**config.mk**
```make
export PLATFORM = sky130hd
export DESIGN_NAME = ddr3_bypass
export DESIGN_NICKNAME = d
export VERILOG_FILES = /design/src/verilog/axi_fast_pkg.sv /design/src/verilog/ddr3_cmd_pkg.sv /design/src/verilog/ddr3_bypass.sv /design/src/verilog/bypass_read_path.sv /design/src/verilog/bypass_cmd_mux.sv /design/src/verilog/bypass_fsm.sv /design/src/verilog/bypass_timer.sv
export VERILOG_INCLUDE_DIRS = /design/src /design/src/include
export SDC_FILE = /design/constraint.sdc
export NUM_CORES = 1
export LEC_CHECK = 0
export BUFFER_PORTS_ARGS = -buffer_cell sky130_fd_sc_hd__buf_2
export CAP_MARGIN = 20
export CORE_ASPECT_RATIO = 1.5
export CORE_MARGIN = 5
export CORE_UTILIZATION = 46
export CTS_BUF_LIST = sky130_fd_sc_hd__clkbuf_8
export DETAILED_ROUTE_END_ITERATION = 8
export PLACE_DENSITY = 0.75
export RECOVER_POWER = 50
export SYNTH_ARGS = -nofsm -noshare
export SYNTH_HDL_FRONTEND = slang
export SYNTH_SLANG_ARGS = --single-unit
```
**constraint.sdc**
```tcl
create_clock -name clock -period 2 [get_ports clock]
set_clock_uncertainty 0.2 [all_clocks]
set_input_delay 0.4 -clock clock [delete_from_list [all_inputs] [get_ports clock]]
set_output_delay 0.4 -clock clock [all_outputs]
set_load 0.01 [all_outputs]
```
**src/include/ddr3_timing.svh**
```systemverilog
`ifndef DDR3_TIMING_SVH
`define DDR3_TIMING_SVH

// DDR3 command spacing in controller clock cycles
// values suit a 100 MHz controller clock

// precharge to activate in the same bank
`define T_RP 4

// activate to read or write in the same bank
`define T_RCD 4

// a READ places no constraint on the command that follows it here
`define T_RD 0

`endif
```
**src/verilog/axi_fast_pkg.sv**
```systemverilog
`default_nettype none

package axi_fast_pkg;

  // burst aligned address {row, bank, column[9:3]}
  localparam int FAST_ADDRS = 23;
  localparam int FAST_ID_BITS = 4;
  // width of one returned beat
  localparam int FAST_WIDTH = 32;

  // AXI response codes
  typedef enum logic [1:0] {
    OKAY = 2'b00,
    SLVERR = 2'b10
  } fast_resp_t;

  // read address channel
  typedef struct packed {
    logic [FAST_ADDRS-1:0] araddr;
    logic [FAST_ID_BITS-1:0] arid;
  } fast_req_s;

  // read data channel
  typedef struct packed {
    logic [FAST_WIDTH-1:0] rdata;
    logic [FAST_ID_BITS-1:0] rid;
    logic rlast;
    fast_resp_t rresp;
  } fast_resp_s;

endpackage

`default_nettype wire

```
**src/verilog/ddr3_cmd_pkg.sv**
```systemverilog
`default_nettype none

package ddr3_cmd_pkg;

  // geometry of a 1Gb x16 device
  localparam int ROW_BITS = 13;
  localparam int COL_BITS = 10;
  localparam int BANK_BITS = 3;

  // opcodes use the {ras_n, cas_n, we_n} pin pattern
  typedef enum logic [2:0] {
    NOOP = 3'b111,
    PREC = 3'b010,
    ACTV = 3'b011,
    READ = 3'b101,
    REFR = 3'b001
  } ddr3_cmd_t;

  // one command on a DDL command port
  // addr holds the row for ACTV and the column for READ
  typedef struct packed {
    ddr3_cmd_t op;
    logic [BANK_BITS-1:0] bank;
    logic [ROW_BITS-1:0] addr;
    logic auto_pre;
  } ddr_cmd_s;

endpackage

`default_nettype wire

```
**src/verilog/ddr3_bypass.sv**
```systemverilog
`timescale 1ns/1ps
`default_nettype none

module ddr3_bypass #(
  parameter int WIDTH = axi_fast_pkg::FAST_WIDTH
) (
  input wire logic clock,
  input wire logic reset,
  // fast read request
  input wire logic fast_valid_i,
  input wire axi_fast_pkg::fast_req_s fast_req_i,
  output logic fast_ready_o,
  input wire logic rready_i,
  // fast read response
  output logic rvalid_o,
  output axi_fast_pkg::fast_resp_s resp_o,
  // controller command port
  input wire logic ctl_req_i,
  input wire ddr3_cmd_pkg::ddr_cmd_s ctl_cmd_i,
  output logic ctl_ack_o,
  // DDL command port
  output logic ddl_req_o,
  output ddr3_cmd_pkg::ddr_cmd_s ddl_cmd_o,
  input wire logic ddl_ack_i,
  // DDL read stream
  input wire logic ddl_rvalid_i,
  input wire logic ddl_rlast_i,
  input wire logic [WIDTH-1:0] ddl_rdata_i,
  output logic ddl_rready_o,
  // controller read stream
  output logic ctl_rvalid_o,
  output logic ctl_rlast_o,
  output logic [WIDTH-1:0] ctl_rdata_o,
  input wire logic ctl_rready_i,
  output logic fast_err_o
);
  import ddr3_cmd_pkg::*;

  logic grant;
  logic issue;
  logic restore;
  logic load;
  logic done;
  logic expired;
  logic last_beat;
  logic ctl_busy;
  logic open_hit;
  logic open_bank;
  ddr3_cmd_t op;

  bypass_fsm u_fsm (
    .clock(clock),
    .reset(reset),
    .fast_valid_i(fast_valid_i),
    .rready_i(rready_i),
    .fast_ready_o(fast_ready_o),
    .open_hit_i(open_hit),
    .open_bank_i(open_bank),
    .done_i(done),
    .expired_i(expired),
    .last_beat_i(last_beat),
    .ctl_busy_i(ctl_busy),
    .grant_o(grant),
    .issue_o(issue),
    .op_o(op),
    .restore_o(restore),
    .load_o(load)
  );

  bypass_timer u_timer (
    .clock(clock),
    .reset(reset),
    .load_i(load),
    .op_i(op),
    .expired_o(expired)
  );

  bypass_cmd_mux u_cmd_mux (
    .clock(clock),
    .reset(reset),
    .grant_i(grant),
    .issue_i(issue),
    .restore_i(restore),
    .op_i(op),
    .req_i(fast_req_i),
    .ctl_req_i(ctl_req_i),
    .ctl_cmd_i(ctl_cmd_i),
    .ctl_ack_o(ctl_ack_o),
    .ctl_busy_o(ctl_busy),
    .ddl_req_o(ddl_req_o),
    .ddl_cmd_o(ddl_cmd_o),
    .ddl_ack_i(ddl_ack_i),
    .done_o(done),
    .open_hit_o(open_hit),
    .open_bank_o(open_bank)
  );

  bypass_read_path #(
    .WIDTH(WIDTH)
  ) u_read_path (
    .clock(clock),
    .reset(reset),
    .grant_i(grant),
    .rid_i(fast_req_i.arid),
    .ddl_rvalid_i(ddl_rvalid_i),
    .ddl_rlast_i(ddl_rlast_i),
    .ddl_rdata_i(ddl_rdata_i),
    .ddl_rready_o(ddl_rready_o),
    .ctl_rvalid_o(ctl_rvalid_o),
    .ctl_rlast_o(ctl_rlast_o),
    .ctl_rdata_o(ctl_rdata_o),
    .ctl_rready_i(ctl_rready_i),
    .rready_i(rready_i),
    .rvalid_o(rvalid_o),
    .resp_o(resp_o),
    .last_beat_o(last_beat),
    .fast_err_o(fast_err_o)
  );

endmodule

`default_nettype wire

```
**src/verilog/bypass_read_path.sv**
```systemverilog
`timescale 1ns/1ps
`default_nettype none

module bypass_read_path #(
  parameter int WIDTH = axi_fast_pkg::FAST_WIDTH
) (
  input wire logic clock,
  input wire logic reset,
  input wire logic grant_i,
  input wire logic [axi_fast_pkg::FAST_ID_BITS-1:0] rid_i,
  input wire logic ddl_rvalid_i,
  input wire logic ddl_rlast_i,
  input wire logic [WIDTH-1:0] ddl_rdata_i,
  output logic ddl_rready_o,
  output logic ctl_rvalid_o,
  output logic ctl_rlast_o,
  output logic [WIDTH-1:0] ctl_rdata_o,
  input wire logic ctl_rready_i,
  input wire logic rready_i,
  output logic rvalid_o,
  output axi_fast_pkg::fast_resp_s resp_o,
  output logic last_beat_o,
  output logic fast_err_o
);
  import axi_fast_pkg::*;

  logic [FAST_ID_BITS-1:0] rid_q;
  logic [WIDTH-1:0] data_q;
  logic last_q;
  logic rvalid_q;
  logic err_q;
  logic take_w;

  // id of the accepted request, held for the whole grant
  always_ff @(posedge clock) begin
    if (!grant_i) begin
      rid_q <= rid_i;
    end
  end

  // stream ready comes from whoever owns the port
  assign ddl_rready_o = grant_i ? rready_i : ctl_rready_i;

  // controller beats pass only outside the grant
  assign ctl_rvalid_o = ddl_rvalid_i & ~grant_i;
  assign ctl_rlast_o = ddl_rlast_i;
  assign ctl_rdata_o = ddl_rdata_i;

  assign take_w = grant_i & ddl_rvalid_i & rready_i;

  always_ff @(posedge clock) begin
    if (take_w) begin
      data_q <= ddl_rdata_i;
      last_q <= ddl_rlast_i;
    end
  end

  // no skid buffer so a beat not taken at once is lost
  always_ff @(posedge clock) begin
    if (reset) begin
      rvalid_q <= 1'b0;
      err_q <= 1'b0;
    end else begin
      rvalid_q <= take_w;
      if (rvalid_q && !rready_i) begin
        err_q <= 1'b1;
      end
    end
  end

  assign rvalid_o = rvalid_q;
  assign fast_err_o = err_q;
  assign last_beat_o = rvalid_q & last_q;

  always_comb begin
    resp_o.rdata = data_q;
    resp_o.rid = rid_q;
    resp_o.rlast = last_q;
    // a beat offered without ready is the dropped one
    resp_o.rresp = rready_i ? OKAY : SLVERR;
  end

endmodule

`default_nettype wire

```
**src/verilog/bypass_cmd_mux.sv**
```systemverilog
`timescale 1ns/1ps
`default_nettype none

module bypass_cmd_mux (
  input wire logic clock,
  input wire logic reset,
  input wire logic grant_i,
  input wire logic issue_i,
  input wire logic restore_i,
  input wire ddr3_cmd_pkg::ddr3_cmd_t op_i,
  input wire axi_fast_pkg::fast_req_s req_i,
  input wire logic ctl_req_i,
  input wire ddr3_cmd_pkg::ddr_cmd_s ctl_cmd_i,
  output logic ctl_ack_o,
  output logic ctl_busy_o,
  output logic ddl_req_o,
  output ddr3_cmd_pkg::ddr_cmd_s ddl_cmd_o,
  input wire logic ddl_ack_i,
  output logic done_o,
  output logic open_hit_o,
  output logic open_bank_o
);
  import ddr3_cmd_pkg::*;
  import axi_fast_pkg::*;

  localparam int COL_HI = FAST_ADDRS - ROW_BITS - BANK_BITS;
  localparam int COL_LO = COL_BITS - COL_HI;

  logic [FAST_ADDRS-1:0] addr_q;
  logic [ROW_BITS-1:0] row_w;
  logic [BANK_BITS-1:0] bank_w;
  logic [COL_HI-1:0] col_hi_w;
  logic [COL_BITS-1:0] col_w;
  logic [ROW_BITS-1:0] save_row_q;
  logic open_q;
  logic [BANK_BITS-1:0] open_bank_q;
  logic [ROW_BITS-1:0] open_row_q;
  logic req_q;
  logic busy_q;
  logic issued_q;
  logic fire_w;
  ddr_cmd_s cmd_w;
  ddr_cmd_s cmd_q;

  // capture the request until the grant rises
  // the cycle of acceptance is the last one without grant
  always_ff @(posedge clock) begin
    if (!grant_i) begin
      addr_q <= req_i.araddr;
      save_row_q <= open_row_q;
    end
  end

  assign {row_w, bank_w, col_hi_w} = addr_q;
  // burst aligned column
  assign col_w = {col_hi_w, {COL_LO{1'b0}}};

  always_comb begin
    cmd_w.op = op_i;
    cmd_w.bank = bank_w;
    cmd_w.auto_pre = 1'b0;
    case (op_i)
      ACTV: cmd_w.addr = restore_i ? save_row_q : row_w;
      READ: begin
        cmd_w.addr = {{(ROW_BITS - COL_BITS){1'b0}}, col_w};
        // only a hit as the first command keeps the row open
        cmd_w.auto_pre = ~open_hit_o | issued_q;
      end
      default: cmd_w.addr = '0;
    endcase
  end

  // four-phase exchange on the DDL side
  assign done_o = busy_q & ~req_q & ~ddl_ack_i;

  always_ff @(posedge clock) begin
    if (reset) begin
      req_q <= 1'b0;
      busy_q <= 1'b0;
    end else if (issue_i) begin
      req_q <= 1'b1;
      busy_q <= 1'b1;
    end else if (req_q && ddl_ack_i) begin
      req_q <= 1'b0;
    end else if (done_o) begin
      busy_q <= 1'b0;
    end
  end

  always_ff @(posedge clock) begin
    if (issue_i) begin
      cmd_q <= cmd_w;
    end
  end

  // any command already sent under this grant
  always_ff @(posedge clock) begin
    if (reset) begin
      issued_q <= 1'b0;
    end else if (!grant_i) begin
      issued_q <= 1'b0;
    end else if (issue_i) begin
      issued_q <= 1'b1;
    end
  end

  // controller sees no ack while the port is taken
  assign ddl_req_o = grant_i ? req_q : ctl_req_i;
  assign ddl_cmd_o = grant_i ? cmd_q : ctl_cmd_i;
  assign ctl_ack_o = ~grant_i & ddl_ack_i;
  assign ctl_busy_o = ctl_req_i | ctl_ack_o;

  // open row tracker, fed by both sources
  assign fire_w = ddl_req_o & ddl_ack_i;

  always_ff @(posedge clock) begin
    if (reset) begin
      open_q <= 1'b0;
    end else if (fire_w) begin
      case (ddl_cmd_o.op)
        ACTV: open_q <= 1'b1;
        PREC: open_q <= 1'b0;
        READ: open_q <= open_q & ~ddl_cmd_o.auto_pre;
        default: open_q <= open_q;
      endcase
    end
  end

  always_ff @(posedge clock) begin
    if (fire_w && ddl_cmd_o.op == ACTV) begin
      open_bank_q <= ddl_cmd_o.bank;
      open_row_q <= ddl_cmd_o.addr;
    end
  end

  assign open_hit_o = open_q & (open_bank_q == bank_w) & (open_row_q == row_w);
  assign open_bank_o = open_q & (open_bank_q == bank_w) & (open_row_q != row_w);

endmodule

`default_nettype wire

```
**src/verilog/bypass_fsm.sv**
```systemverilog
`timescale 1ns/1ps
`default_nettype none

module bypass_fsm (
  input wire logic clock,
  input wire logic reset,
  input wire logic fast_valid_i,
  input wire logic rready_i,
  output logic fast_ready_o,
  input wire logic open_hit_i,
  input wire logic open_bank_i,
  input wire logic done_i,
  input wire logic expired_i,
  input wire logic last_beat_i,
  input wire logic ctl_busy_i,
  output logic grant_o,
  output logic issue_o,
  output ddr3_cmd_pkg::ddr3_cmd_t op_o,
  output logic restore_o,
  output logic load_o
);
  import ddr3_cmd_pkg::*;

  typedef enum logic [2:0] {
    IDLE,
    WAIT_CTL,
    PRE,
    ACT,
    RD,
    DRAIN,
    RESTORE
  } state_t;

  state_t state_q;
  state_t first_st;
  ddr3_cmd_t first_op;
  logic grant_q;
  // command of the current state already handed to the mux
  logic sent_q;
  // controller row must be re-opened after the read
  logic conflict_q;
  // last AXI beat already presented
  logic last_q;
  logic cmd_state;
  logic accept;
  logic finish;

  // both arvalid and rready needed, and the controller port quiet
  assign accept = (state_q == IDLE) & fast_valid_i & rready_i & ~ctl_busy_i;
  assign fast_ready_o = accept;
  assign grant_o = grant_q;
  assign finish = last_q | last_beat_i;

  assign cmd_state = (state_q == PRE) | (state_q == ACT) | (state_q == RD) |
                     (state_q == RESTORE);

  // path choice from the tracker
  always_comb begin
    if (open_bank_i) begin
      first_st = PRE;
      first_op = PREC;
    end else if (open_hit_i) begin
      first_st = RD;
      first_op = READ;
    end else begin
      first_st = ACT;
      first_op = ACTV;
    end
  end

  always_comb begin
    case (state_q)
      WAIT_CTL: op_o = first_op;
      PRE: op_o = PREC;
      ACT, RESTORE: op_o = ACTV;
      RD: op_o = READ;
      default: op_o = NOOP;
    endcase
  end

  // first command leaves straight from WAIT_CTL
  assign issue_o = expired_i & ((state_q == WAIT_CTL) | (cmd_state & ~sent_q));
  assign load_o = cmd_state & done_i;
  assign restore_o = (state_q == RESTORE);

  always_ff @(posedge clock) begin
    if (reset) begin
      state_q <= IDLE;
      grant_q <= 1'b0;
      sent_q <= 1'b0;
      conflict_q <= 1'b0;
      last_q <= 1'b0;
    end else begin
      if (last_beat_i) begin
        last_q <= 1'b1;
      end
      if (issue_o) begin
        sent_q <= 1'b1;
      end
      if (load_o) begin
        sent_q <= 1'b0;
      end
      case (state_q)
        IDLE: begin
          if (accept) begin
            state_q <= WAIT_CTL;
            grant_q <= 1'b1;
            last_q <= 1'b0;
          end
        end
        WAIT_CTL: begin
          if (expired_i) begin
            state_q <= first_st;
            conflict_q <= open_bank_i;
          end
        end
        PRE: begin
          if (done_i) begin
            state_q <= ACT;
          end
        end
        ACT: begin
          if (done_i) begin
            state_q <= RD;
          end
        end
        RD, RESTORE: begin
          // restore may overlap the returning burst
          if (done_i) begin
            if (state_q == RD && conflict_q) begin
              state_q <= RESTORE;
            end else if (finish) begin
              state_q <= IDLE;
              grant_q <= 1'b0;
            end else begin
              state_q <= DRAIN;
            end
          end
        end
        DRAIN: begin
          if (finish) begin
            state_q <= IDLE;
            grant_q <= 1'b0;
          end
        end
        default: begin
          state_q <= IDLE;
          grant_q <= 1'b0;
        end
      endcase
    end
  end

endmodule

`default_nettype wire

```
**src/verilog/bypass_timer.sv**
```systemverilog
`timescale 1ns/1ps
`default_nettype none

`include "ddr3_timing.svh"

module bypass_timer (
  input wire logic clock,
  input wire logic reset,
  input wire logic load_i,
  input wire ddr3_cmd_pkg::ddr3_cmd_t op_i,
  output logic expired_o
);
  import ddr3_cmd_pkg::*;

  // counter sized for the longest wait
  localparam int T_MAX = (`T_RP > `T_RCD) ? `T_RP : `T_RCD;
  localparam int CNT_BITS = $clog2(T_MAX + 1);

  logic [CNT_BITS-1:0] count_q;

  // load on the completion of each bypass command
  always_ff @(posedge clock) begin
    if (reset) begin
      count_q <= '0;
    end else if (load_i) begin
      case (op_i)
        PREC: count_q <= CNT_BITS'(`T_RP);
        ACTV: count_q <= CNT_BITS'(`T_RCD);
        default: count_q <= CNT_BITS'(`T_RD);
      endcase
    end else if (count_q != '0) begin
      count_q <= count_q - 1'b1;
    end
  end

  // next command may go once the count is spent
  assign expired_o = (count_q == '0);

endmodule

`default_nettype wire

```
After elaboration in Yosys (flattened, before gate mapping)
Index checks and enable logic that the tools add are counted.
Word-level totals
  bits in registers: 125
  input bits: 88
  word-level logic and storage cells: 140
Operators by class
  add/sub/neg operators: 1
  equal/unequal tests: 23
  muxes and demuxes: 37
  bitwise operators: 33
  reduce and logical (&&, ||, !) cells: 23
Operator list (number)
  3-bit 2-to-1 mux: 15
  13-bit case mux with 2 select lines: 1
  20-bit 2-to-1 mux: 1
  1-bit AND: 18
  3-bit by 2-bit == test with 1-bit output, second input constant: 6
  3-bit case mux with 6 select lines: 1
  3-bit == test, second input constant: 5
  1-bit 2-to-1 mux: 14
  13-bit == test: 1
  13-bit 2-to-1 mux: 1
  13-bit inequality test: 1
  3-bit case mux with 4 select lines: 1
  2-bit by 1-bit inequality test with 1-bit output, second input constant: 5
  2-bit OR reduction: 5
  1-bit inverter: 8
  1-bit bitwise OR: 7
  3-bit logical NOT: 2
  2-bit inequality test, second input constant: 3
  2-bit AND reduction: 3
  6-bit AND reduction: 1
  2-bit nonzero test: 3
  3-bit nonzero test: 2
  1-bit logical AND: 4
  1-bit case mux with 4 select lines: 1
  other kinds (8): 8

Longest topological paths before layout
Gate-level depths: netlist of run 1.
  depth in word-level cells: 10
  mapped depth: 7
  depth with buffers taken out: 7

Cells and area by module
From an unflattened synthesis of run 1, not the netlist that was laid out.
Unflattened totals
  cells, all modules: 353
  area, all modules: 5305.1 sq um
By module, submodules not included
  bypass_cmd_mux: instances 1, cells each 181, area each 3044.2 sq um
  bypass_read_path: instances 1, cells each 85, area each 1491.4 sq um
  bypass_fsm: instances 1, cells each 69, area each 593.1 sq um
  bypass_timer: instances 1, cells each 18, area each 176.4 sq um

Worst setup path after synthesis of run 1
Ideal clock, no wire load.
  path type: flip-flop to flip-flop
  start: reg u_fsm.grant_q, in the netlist u_fsm.grant_o
  end: reg u_cmd_mux.addr_q[0], enable pin
  arrival time: 1518 ps
  data required time: 1404 ps
  slack: -113 ps
  cell stages (with the launch flop): 4
  buffers on the path: 2
  path through: dfxtp_1 buf_2 buf_1 inv_1
RTL lines
  start: declaration: RTL line bypass_fsm.sv:37  | logic grant_q;
  start signal: assignment: RTL line bypass_fsm.sv:89  | grant_q <= 1'b0;
  start signal: assignment: RTL line bypass_fsm.sv:107  | grant_q <= 1'b1;
  start signal: assignment: RTL line bypass_fsm.sv:134  | grant_q <= 1'b0;
  end signal: assignment: RTL line bypass_cmd_mux.sv:49  | addr_q <= req_i.araddr;
  end: declaration: RTL line bypass_cmd_mux.sv:29  | logic [FAST_ADDRS-1:0] addr_q;
No word-level cell between the ends.

Worst setup path after layout of run 1
  start: reg u_fsm.grant_q, in the netlist u_fsm.grant_o
  end: out fast_ready_o
On the way
  longest elaborated chain between the ends: 5
RTL lines
  1-bit inverter (no source line)
  1-bit AND: RTL line bypass_cmd_mux.sv:110  | assign ctl_ack_o = ~grant_i & ddl_ack_i;
  1-bit bitwise OR: RTL line bypass_cmd_mux.sv:111  | assign ctl_busy_o = ctl_req_i | ctl_ack_o;
  1-bit inverter: RTL line bypass_fsm.sv:49  | assign accept = (state_q == IDLE) & fast_valid_i & rready_i & ~ctl_busy_i;
  1-bit AND: RTL line bypass_fsm.sv:49
  end: declaration: RTL line ddr3_bypass.sv:12  | output logic fast_ready_o,
Every way passes these cells.

==> PnR_summary.wiki, run 1 <==
{| class="wikitable"
! Metric !! Value
|-
| CTS H-tree depth || 4
|-
| Io pins || roughly 190
|-
| Violated checks || setup timing
|-
| Overall Power || around 7300 uW
|-
| Class of the tightest hold or removal check || in2reg
|-
| End-of-flow core utilization || a little under three quarters
|-
| Starting DRC count in detailed routing || around 190
|-
| Post-synth net total || around 460
|-
| Startpoint-to-endpoint class of the critical path || reg2out
|-
| Crit Reg-Reg Startpoint || u_cmd_mux.addr_q[12]
|-
| Critical path launch point type || flop
|-
| Placer's final routability congestion estimate || 0.907
|-
| Sequential cell area fraction in the yosys report || between 60% and 70%
|-
| Total number of clock tree sinks || around 130
|-
| Actual slew at the worst max-slew pin || roughly 0.54 ns
|-
| Count of antenna-violating nets left after detailed routing || 0
|-
| Drt via density || 5.16
|-
| Leak Pwr || 0.00313 uW
|-
| Switching share of power || 26.3%
|-
| Fraction of final layout cells sized beyond drive strength 1 || between 30 and 40%
|-
| Avg Cell Area, Syn || around 14 sq um
|-
| Hpwl dp || 10.1 mm
|-
| Slowest-stage cell, CP || sky130_fd_sc_hd__or3_4
|-
| Setup WS post-layout || -0.165 ns
|-
| TritonCTS clock tree || done
|-
| Effective utilization at floorplan || between 40% and 50%
|-
| Final Critical Period || roughly 2.2 ns
|-
| Placed cell area || about 0.0064 sq mm
|-
| Final setup violating endpoints || 35
|-
| Area leader, netlist || sky130_fd_sc_hd__edfxtp_1
|-
| Critical path data arrival time || approximately 1.6 ns
|-
| Relative contribution of combinational cells to total power || a little over a fifth
|-
| Hold endpoint || u_cmd_mux.open_bank_q[0]
|-
| Layout net count || between 700 and 800
|-
| Leading cell types by total area after synthesis || sky130_fd_sc_hd__edfxtp_1 (62%), sky130_fd_sc_hd__dfxtp_1 (6.1%), sky130_fd_sc_hd__buf_4 (5.0%), sky130_fd_sc_hd__mux2_2 (4.5%), sky130_fd_sc_hd__a21oi_1 (2.3%)
|-
| Path depth of the worst reg2reg path || 6
|-
| Total iterations of the first detailed-routing run || 5
|-
| Post-synthesis register bit count || roughly 130
|-
| Achievable Freq || ~460 MHz
|-
| Reg-to-reg critical path endpoint || u_cmd_mux.cmd_q[5]
|-
| Global-route usage over all layers || 22.0%
|-
| Result of the run || finished, violations left
|-
| Synth unique cells || between 40 and 50
|-
| Most frequently used flop master after synthesis || sky130_fd_sc_hd__edfxtp_1
|-
| Family of cells with the greatest summed delay on the critical path || simple AND/OR/NAND/NOR gates
|-
| Wirelength per Cell || between 20 and 25 microns
|-
| Pwr Density || 924 mW/mm^2
|-
| Setup crit end kind || output pin
|-
| Worst vdd rail ir drop || approximately 0.00080 V
|-
| Sequential share of power || between 40% and 50%
|-
| Clk pwr share || between 30% and 40%
|-
| Cell Area, Synth || 0.00524 sq mm
|-
| Placeable core area || 0.0111 sq mm
|-
| Final standard cell count with taps included and fillers excluded || ~800
|-
| Slack of the worst reg-to-reg path || -0.14 ns
|-
| Overflow left after global routing || 0
|-
| Worst min-delay path startpoint || ctl_cmd_i[14]
|-
| Total CTS buffers || 17
|-
| Layout filler cell count || 762
|-
| Area of the die || 0.0137 sq mm
|-
| Area added between synthesis and finish || 51.3%
|-
| Die height || between 100 and 150 microns
|-
| Post-synth ARST share || 0%
|-
| CTS root buffer || sky130_fd_sc_hd__clkbuf_8
|-
| Buffers from clock root to sink, at most || 2
|-
| CP bufs+invs || 2
|-
| Detailed-route via count || 4114
|-
| Maximum number of pins on one net before global-route repair || 40
|-
| Yosys top cell area share || 62.4%
|-
| Row count || 47
|-
| Number of buffers added on ports || roughly 190
|-
| Count of mapped cells out of synthesis || about 370
|-
| Setup Slack @ Placement || -0.203 ns
|-
| Global-route wire length before repair || ~23 mm
|-
| Unrepaired setup endpoints after global routing || true
|-
| Most frequent cells after synthesis || sky130_fd_sc_hd__edfxtp_1 (109), sky130_fd_sc_hd__buf_4 (35), sky130_fd_sc_hd__a21oi_1 (24), sky130_fd_sc_hd__nor2_1 (22), sky130_fd_sc_hd__mux2_2 (21)
|-
| Maxcap violations || 0
|-
| Overall routed net length || around 16 mm
|-
| Power Internal || ~5400 uW
|-
| Number of hold violations in the final report || 0
|-
| Switch Pwr || between 1500 and 2000 uW
|-
| Via count of the first global-routing pass || roughly 4400
|-
| Clock-pin slew reported for the worst setup and hold paths after clock tree synthesis || ~0.08 ns
|-
| Maximum fanout encountered on the critical timing path || 2
|-
| Worst Hold Path Cells || 2
|-
| Slew margin rel. || 64.0%
|-
| Placed Cells incl. Taps || 685
|-
| Summed area of non-filler cells in the final layout || 0.00793 sq mm
|-
| Worst-Skew Late Latency || ~0.44 ns
|-
| Total number of yosys warnings || 0
|-
| Data required time at the worst endpoint || 1.40 ns
|-
| Residual DRC || 0
|-
| Number of flops mapped to enable cells by yosys || about 110
|-
| Most frequent cell after synthesis || sky130_fd_sc_hd__edfxtp_1
|-
| Maximum single-stage delay on the critical path || between 0.3 and 0.4 ns
|-
| Number of antenna violations at the first check in global routing || 0
|-
| Final period util || 108%
|-
| Number of inserted diodes || 0
|-
| Die outline width || 97.2 microns
|-
| Final number of max-transition violations || 0
|-
| Cells along the critical path || nor2b_1 > or3_4 > nor3_2 > buf_4 > buf_6
|}
[kinds of logic after synthesis]
family / share of synthesized area (%)
buf+inv: 6.66
simple gates: 7.71
other cells: 0.0715
flops: 68.5
mux: 4.89
compound gates: 8.81
xor+xnor: 2.84
fa+ha+maj: 0.477
[layout make-up]
type	instances	area, sq um	share of cell area (%)
Clock buffer	17	234	2.95
Clock inverter	15	221	2.79
Inverter	10	38.8	0.489
Multi-Input combinational cell	184	1520	19.2
Sequential cell	125	3600	45.3
Tap cell	147	184	2.32
Timing Repair Buffer	300	2140	26.9
[worst max path at each step]
stage,from,end,slack (ns),cells past startpoint
2_1_floorplan,u_cmd_mux.open_row_q[0],u_cmd_mux.cmd_q[18],-0.09,5
3_3_place_gp,u_cmd_mux.open_row_q[0],u_cmd_mux.cmd_q[0],-0.11,7
3_5_place_dp,u_cmd_mux.open_row_q[0],u_fsm.state_q[1],-0.20,7
4_1_cts,u_fsm.grant_o,fast_ready_o,-0.25,5
5_1_grt,u_cmd_mux.addr_q[14],u_cmd_mux.cmd_q[10],-0.24,7
6_report,u_fsm.grant_o,fast_ready_o,-0.16,5
[routing by layer]
layer | part of all wire [%] | vias up | routed length (microns) | track usage (%)
li1 | - | 1878 | - | -
met1 | 35 | 1971 | 5690 | 23.3
met2 | 53 | 234 | 8450 | 39.2
met3 | 9.4 | 31 | 1520 | 8.45
met4 | 2.5 | 0 | 405 | 9.17
met5 | 0 | - | 0 | 0
[placed cells by master (no fill, tap or decap), types with 5 or more instances in the layout]
cell and count:
sky130_fd_sc_hd__clkbuf_1 68, sky130_fd_sc_hd__inv_1 9, sky130_fd_sc_hd__nand2_1 7, sky130_fd_sc_hd__nor3_1 5, sky130_fd_sc_hd__clkbuf_8 17, sky130_fd_sc_hd__buf_2 96
sky130_fd_sc_hd__a21oi_1 22, sky130_fd_sc_hd__nor2_1 22, sky130_fd_sc_hd__dfxtp_1 14, sky130_fd_sc_hd__xor2_1 12, sky130_fd_sc_hd__edfxtp_1 109, sky130_fd_sc_hd__buf_4 38
sky130_fd_sc_hd__bufinv_16 5, sky130_fd_sc_hd__nor2b_1 11, sky130_fd_sc_hd__buf_12 6, sky130_fd_sc_hd__a221o_2 6, sky130_fd_sc_hd__o21ai_0 8, sky130_fd_sc_hd__buf_6 25
sky130_fd_sc_hd__a22o_1 7, sky130_fd_sc_hd__dlygate4sd3_1 60, sky130_fd_sc_hd__mux2_4 17
[state kept, by name, summed over array words and instances (netlist names), 4 cells and up]
register,flops
u_read_path.rid_q,4
u_cmd_mux.open_row_q,13
u_read_path.data_q,32
u_cmd_mux.cmd_q,20
u_cmd_mux.addr_q,23
u_cmd_mux.save_row_q,13
[stage by stage]
stage,hold WS (ns),setup TNS [ns]
floorplan,0.247,-0.291
global placement,0.249,-1.20
detailed placement,0.255,-1.99
CTS,0.0622,-5.32
global route,0.0567,-7.29
finish,0.0880,-3.85
[timing repair]
| item | CTS | global route |
|---|---|---|
| cloned | 1 | 3 |
| hold endpoints to repair | 60 | 0 |
| setup endpoints to repair | 41 | 58 |
| setup buffers | 4 | 13 |
| hold buffers | 60 | 0 |
| resized for setup | 28 | 58 |
| pin swaps | 15 | 11 |
[power by group through the flow]
stage / combinational [uW] / clock, uW / sequential (uW)
6_report: 1560 / 2510 / 3260
3_3_place_gp: 1240 / 0 / 3300
4_1_cts: 1420 / 2540 / 3250
2_1_floorplan: 749 / 0 / 3260
5_1_grt: 1680 / 2680 / 3280
3_5_place_dp: 1270 / 0 / 3300
No activity file was read; power rests on OpenSTA's default activity.
==> run 2: changes to the inputs <==
--- a/config.mk
+++ b/config.mk
@@ -12,7 +12,9 @@
 export CORE_MARGIN = 5
 export CORE_UTILIZATION = 46
 export CTS_BUF_LIST = sky130_fd_sc_hd__clkbuf_8
+export CTS_CLUSTER_DIAMETER = 100
 export DETAILED_ROUTE_END_ITERATION = 8
+export GPL_TIMING_DRIVEN = 0
 export PLACE_DENSITY = 0.75
 export RECOVER_POWER = 50
 export SYNTH_ARGS = -nofsm -noshare
==> PnR_summary.wiki, run 2 (same netlist as run 1, synthesis figures left out) <==
{| class="wikitable"
! Metric !! Value
|-
| Number of buffers added on ports || 185
|-
| Most frequent cells in the layout || sky130_fd_sc_hd__buf_2 (132), sky130_fd_sc_hd__edfxtp_1 (109), sky130_fd_sc_hd__dlygate4sd3_1 (60)
|-
| Starting DRC count in detailed routing || 215
|-
| Total iterations of the first detailed-routing run || 5
|-
| Leak Pwr || ~0.0034 uW
|-
| Worst-Skew Late Latency || between 0.4 and 0.5 ns
|-
| TritonCTS clock tree || done
|-
| Violated checks || setup timing
|-
| Die outline width || between 90 and 100 microns
|-
| Maxcap violations || 0
|-
| Actual slew at the worst max-slew pin || just under 0.9 ns
|-
| Placer's final routability congestion estimate || 0.860
|-
| Summed area of non-filler cells in the final layout || 0.00814 sq mm
|-
| Max FFs per register || 32
|-
| Setup Slack @ Placement || -0.672 ns
|-
| Crit Reg-Reg Startpoint || u_cmd_mux.addr_q[10]
|-
| Via count of the first global-routing pass || ~4700
|-
| Number of hold violations in the final report || 0
|-
| Most common cell after layout, fill and taps aside || sky130_fd_sc_hd__buf_2
|-
| Slack of the worst reg-to-reg path || -0.20 ns
|-
| Data required time at the worst endpoint || about 1.4 ns
|-
| Placed Cells incl. Taps || 698
|-
| Row count || 47
|-
| Final period util || 110%
|-
| Combined flip-flop and latch cell area || about 0.0036 sq mm
|-
| Effective utilization at floorplan || a little under half
|-
| Unrepaired setup endpoints after global routing || true
|-
| Class of the tightest hold or removal check || in2reg
|-
| Detailed-route via count || 4369
|-
| Result of the run || finished, violations left
|-
| Critical path data arrival time || 1.60 ns
|-
| Fraction of final layout cells sized beyond drive strength 1 || slightly below 50%
|-
| Cells along the critical path || buf_6 > nor2b_4 > or3_4 > nor3_4 > buf_2
|-
| Placed cell area || roughly 0.0064 sq mm
|-
| Startpoint-to-endpoint class of the critical path || reg2out
|-
| Path depth of the worst reg2reg path || 7
|-
| Worst setup path endpoint || fast_ready_o
|-
| Placeable core area || approximately 0.011 sq mm
|-
| Clock-pin slew reported for the worst setup and hold paths after clock tree synthesis || around 0.08 ns
|-
| Number of antenna violations at the first check in global routing || 0
|-
| Io pins || around 190
|-
| Maximum number of pins on one net before global-route repair || 35
|-
| Largest regs || u_read_path.data_q x32, u_cmd_mux.addr_q x23, u_cmd_mux.cmd_q x20
|-
| Reg with most FFs || u_read_path.data_q
|-
| Die height || between 100 and 150 microns
|-
| Maximum fanout encountered on the critical timing path || 5
|-
| Final number of max-transition violations || 0
|-
| Hpwl dp || 9.99 mm
|-
| Overall routed net length || approximately 17 mm
|-
| Reg-to-reg critical path endpoint || u_cmd_mux.cmd_q[17]
|-
| Overflow left after global routing || 0
|-
| Total number of clock tree sinks || around 130
|-
| Number of inserted diodes || 0
|-
| Slew margin rel. || between 40% and 50%
|-
| Area of the die || between 0.01 and 0.015 sq mm
|-
| Maximum single-stage delay on the critical path || approximately 0.35 ns
|-
| Area added between synthesis and finish || 55.3%
|-
| Worst setup path startpoint || u_fsm.grant_o
|-
| CTS H-tree depth || 4
|-
| Total CTS buffers || 17
|-
| Achievable Freq || 454 MHz
|-
| Slowest-stage cell, CP || sky130_fd_sc_hd__or3_4
|-
| Wirelength per Cell || 20.9 microns
|-
| Overall Power || ~7300 uW
|-
| Global-route wire length before repair || between 20 and 30 mm
|-
| Pwr Density || ~900 mW/mm^2
|-
| Residual DRC || 0
|-
| Final standard cell count with taps included and fillers excluded || 827
|-
| Drt via density || 5.28
|-
| Global-route usage over all layers || between 20% and 30%
|-
| CTS root buffer || sky130_fd_sc_hd__clkbuf_8
|-
| Final setup violating endpoints || 42
|-
| Setup crit end kind || output pin
|-
| Critical path launch point type || flop
|-
| Layout filler cell count || approximately 720
|-
| Worst vdd rail ir drop || roughly 0.0006 V
|-
| Final Critical Period || 2.20 ns
|-
| Count of antenna-violating nets left after detailed routing || 0
|-
| Buffers from clock root to sink, at most || 2
|-
| Layout net count || between 700 and 800
|-
| Setup WS post-layout || -0.202 ns
|-
| Footprint of the multi-input gates || 0.00155 sq mm
|}
==> run 2: worst max-delay path: cells and delay by family, from the launching register on <==
family / cells / cell delay (ns)
buffers and inverters: 2 / 0.29
and+or+nand+nor: 3 / 0.55
DFF: 1 / 0.34
==> run 2: metal layers <==
layer	part of all wire, %	global-route usage, %	up-vias	wire, microns
met5	0	0	-	0
met4	2.4	9.62	0	407
met3	10	9.59	36	1760
met2	53	44.4	278	9200
met1	34	25.5	2110	5880
li1	-	-	1945	-
==> run 2: report_power, final <==
group	leakage [uW]	switching, uW	internal [uW]
sequential	0.00117	149	3130
clock	0.000227	1100	1380
combinational	0.00196	796	746
total	0.00336	2040	5260
==> run 2: cell type report <==
cell class              instances  share of cell area, %
flip-flops and latches        125                   44.1
repair buffers                282                   24.2
multi-input cells             185                   19.1
plain buffers                  45                   4.24
clock buffers                  17                   2.87
clock inverters                15                   2.57
well taps                     147                   2.26
inverters                      10                  0.599
repair inverters                1                 0.0922
==> run 2: worst min-delay path by stage <==
stage / start / end / slack, ns / cells past startpoint
after floorplan: u_cmd_mux.open_row_q[10] / u_cmd_mux.save_row_q[10] / 0.25 / 0
after global placement: u_cmd_mux.addr_q[8] / u_cmd_mux.cmd_q[15] / 0.25 / 0
after detailed placement: u_cmd_mux.open_row_q[9] / u_cmd_mux.save_row_q[9] / 0.26 / 0
after CTS: reset / u_fsm.sent_q / 0.05 / 3
after global routing: ctl_cmd_i[13] / u_cmd_mux.open_row_q[12] / 0.06 / 2
final: ctl_cmd_i[13] / u_cmd_mux.open_row_q[12] / 0.09 / 2
==> run 2: metrics by stage <==
stage               TNS, ns  utilization (%)  hold slack, ns
global route          -9.62             73.3          0.0638
global placement     -52.69             57.3           0.253
finish                -5.94             73.3          0.0876
CTS                   -6.98             72.3          0.0533
floorplan            -0.291                -           0.247
detailed placement   -42.92             57.3           0.259
==> run 2: repair_timing <==
action | CTS | global route
gates cloned | 4 | 1
pin swaps | 17 | 10
endpoints found under the setup margin | 136 | 75
gates resized for setup | 93 | 27
hold endpoints to repair | 60 | 0
setup buffers | 23 | 13
hold buffers | 60 | 0
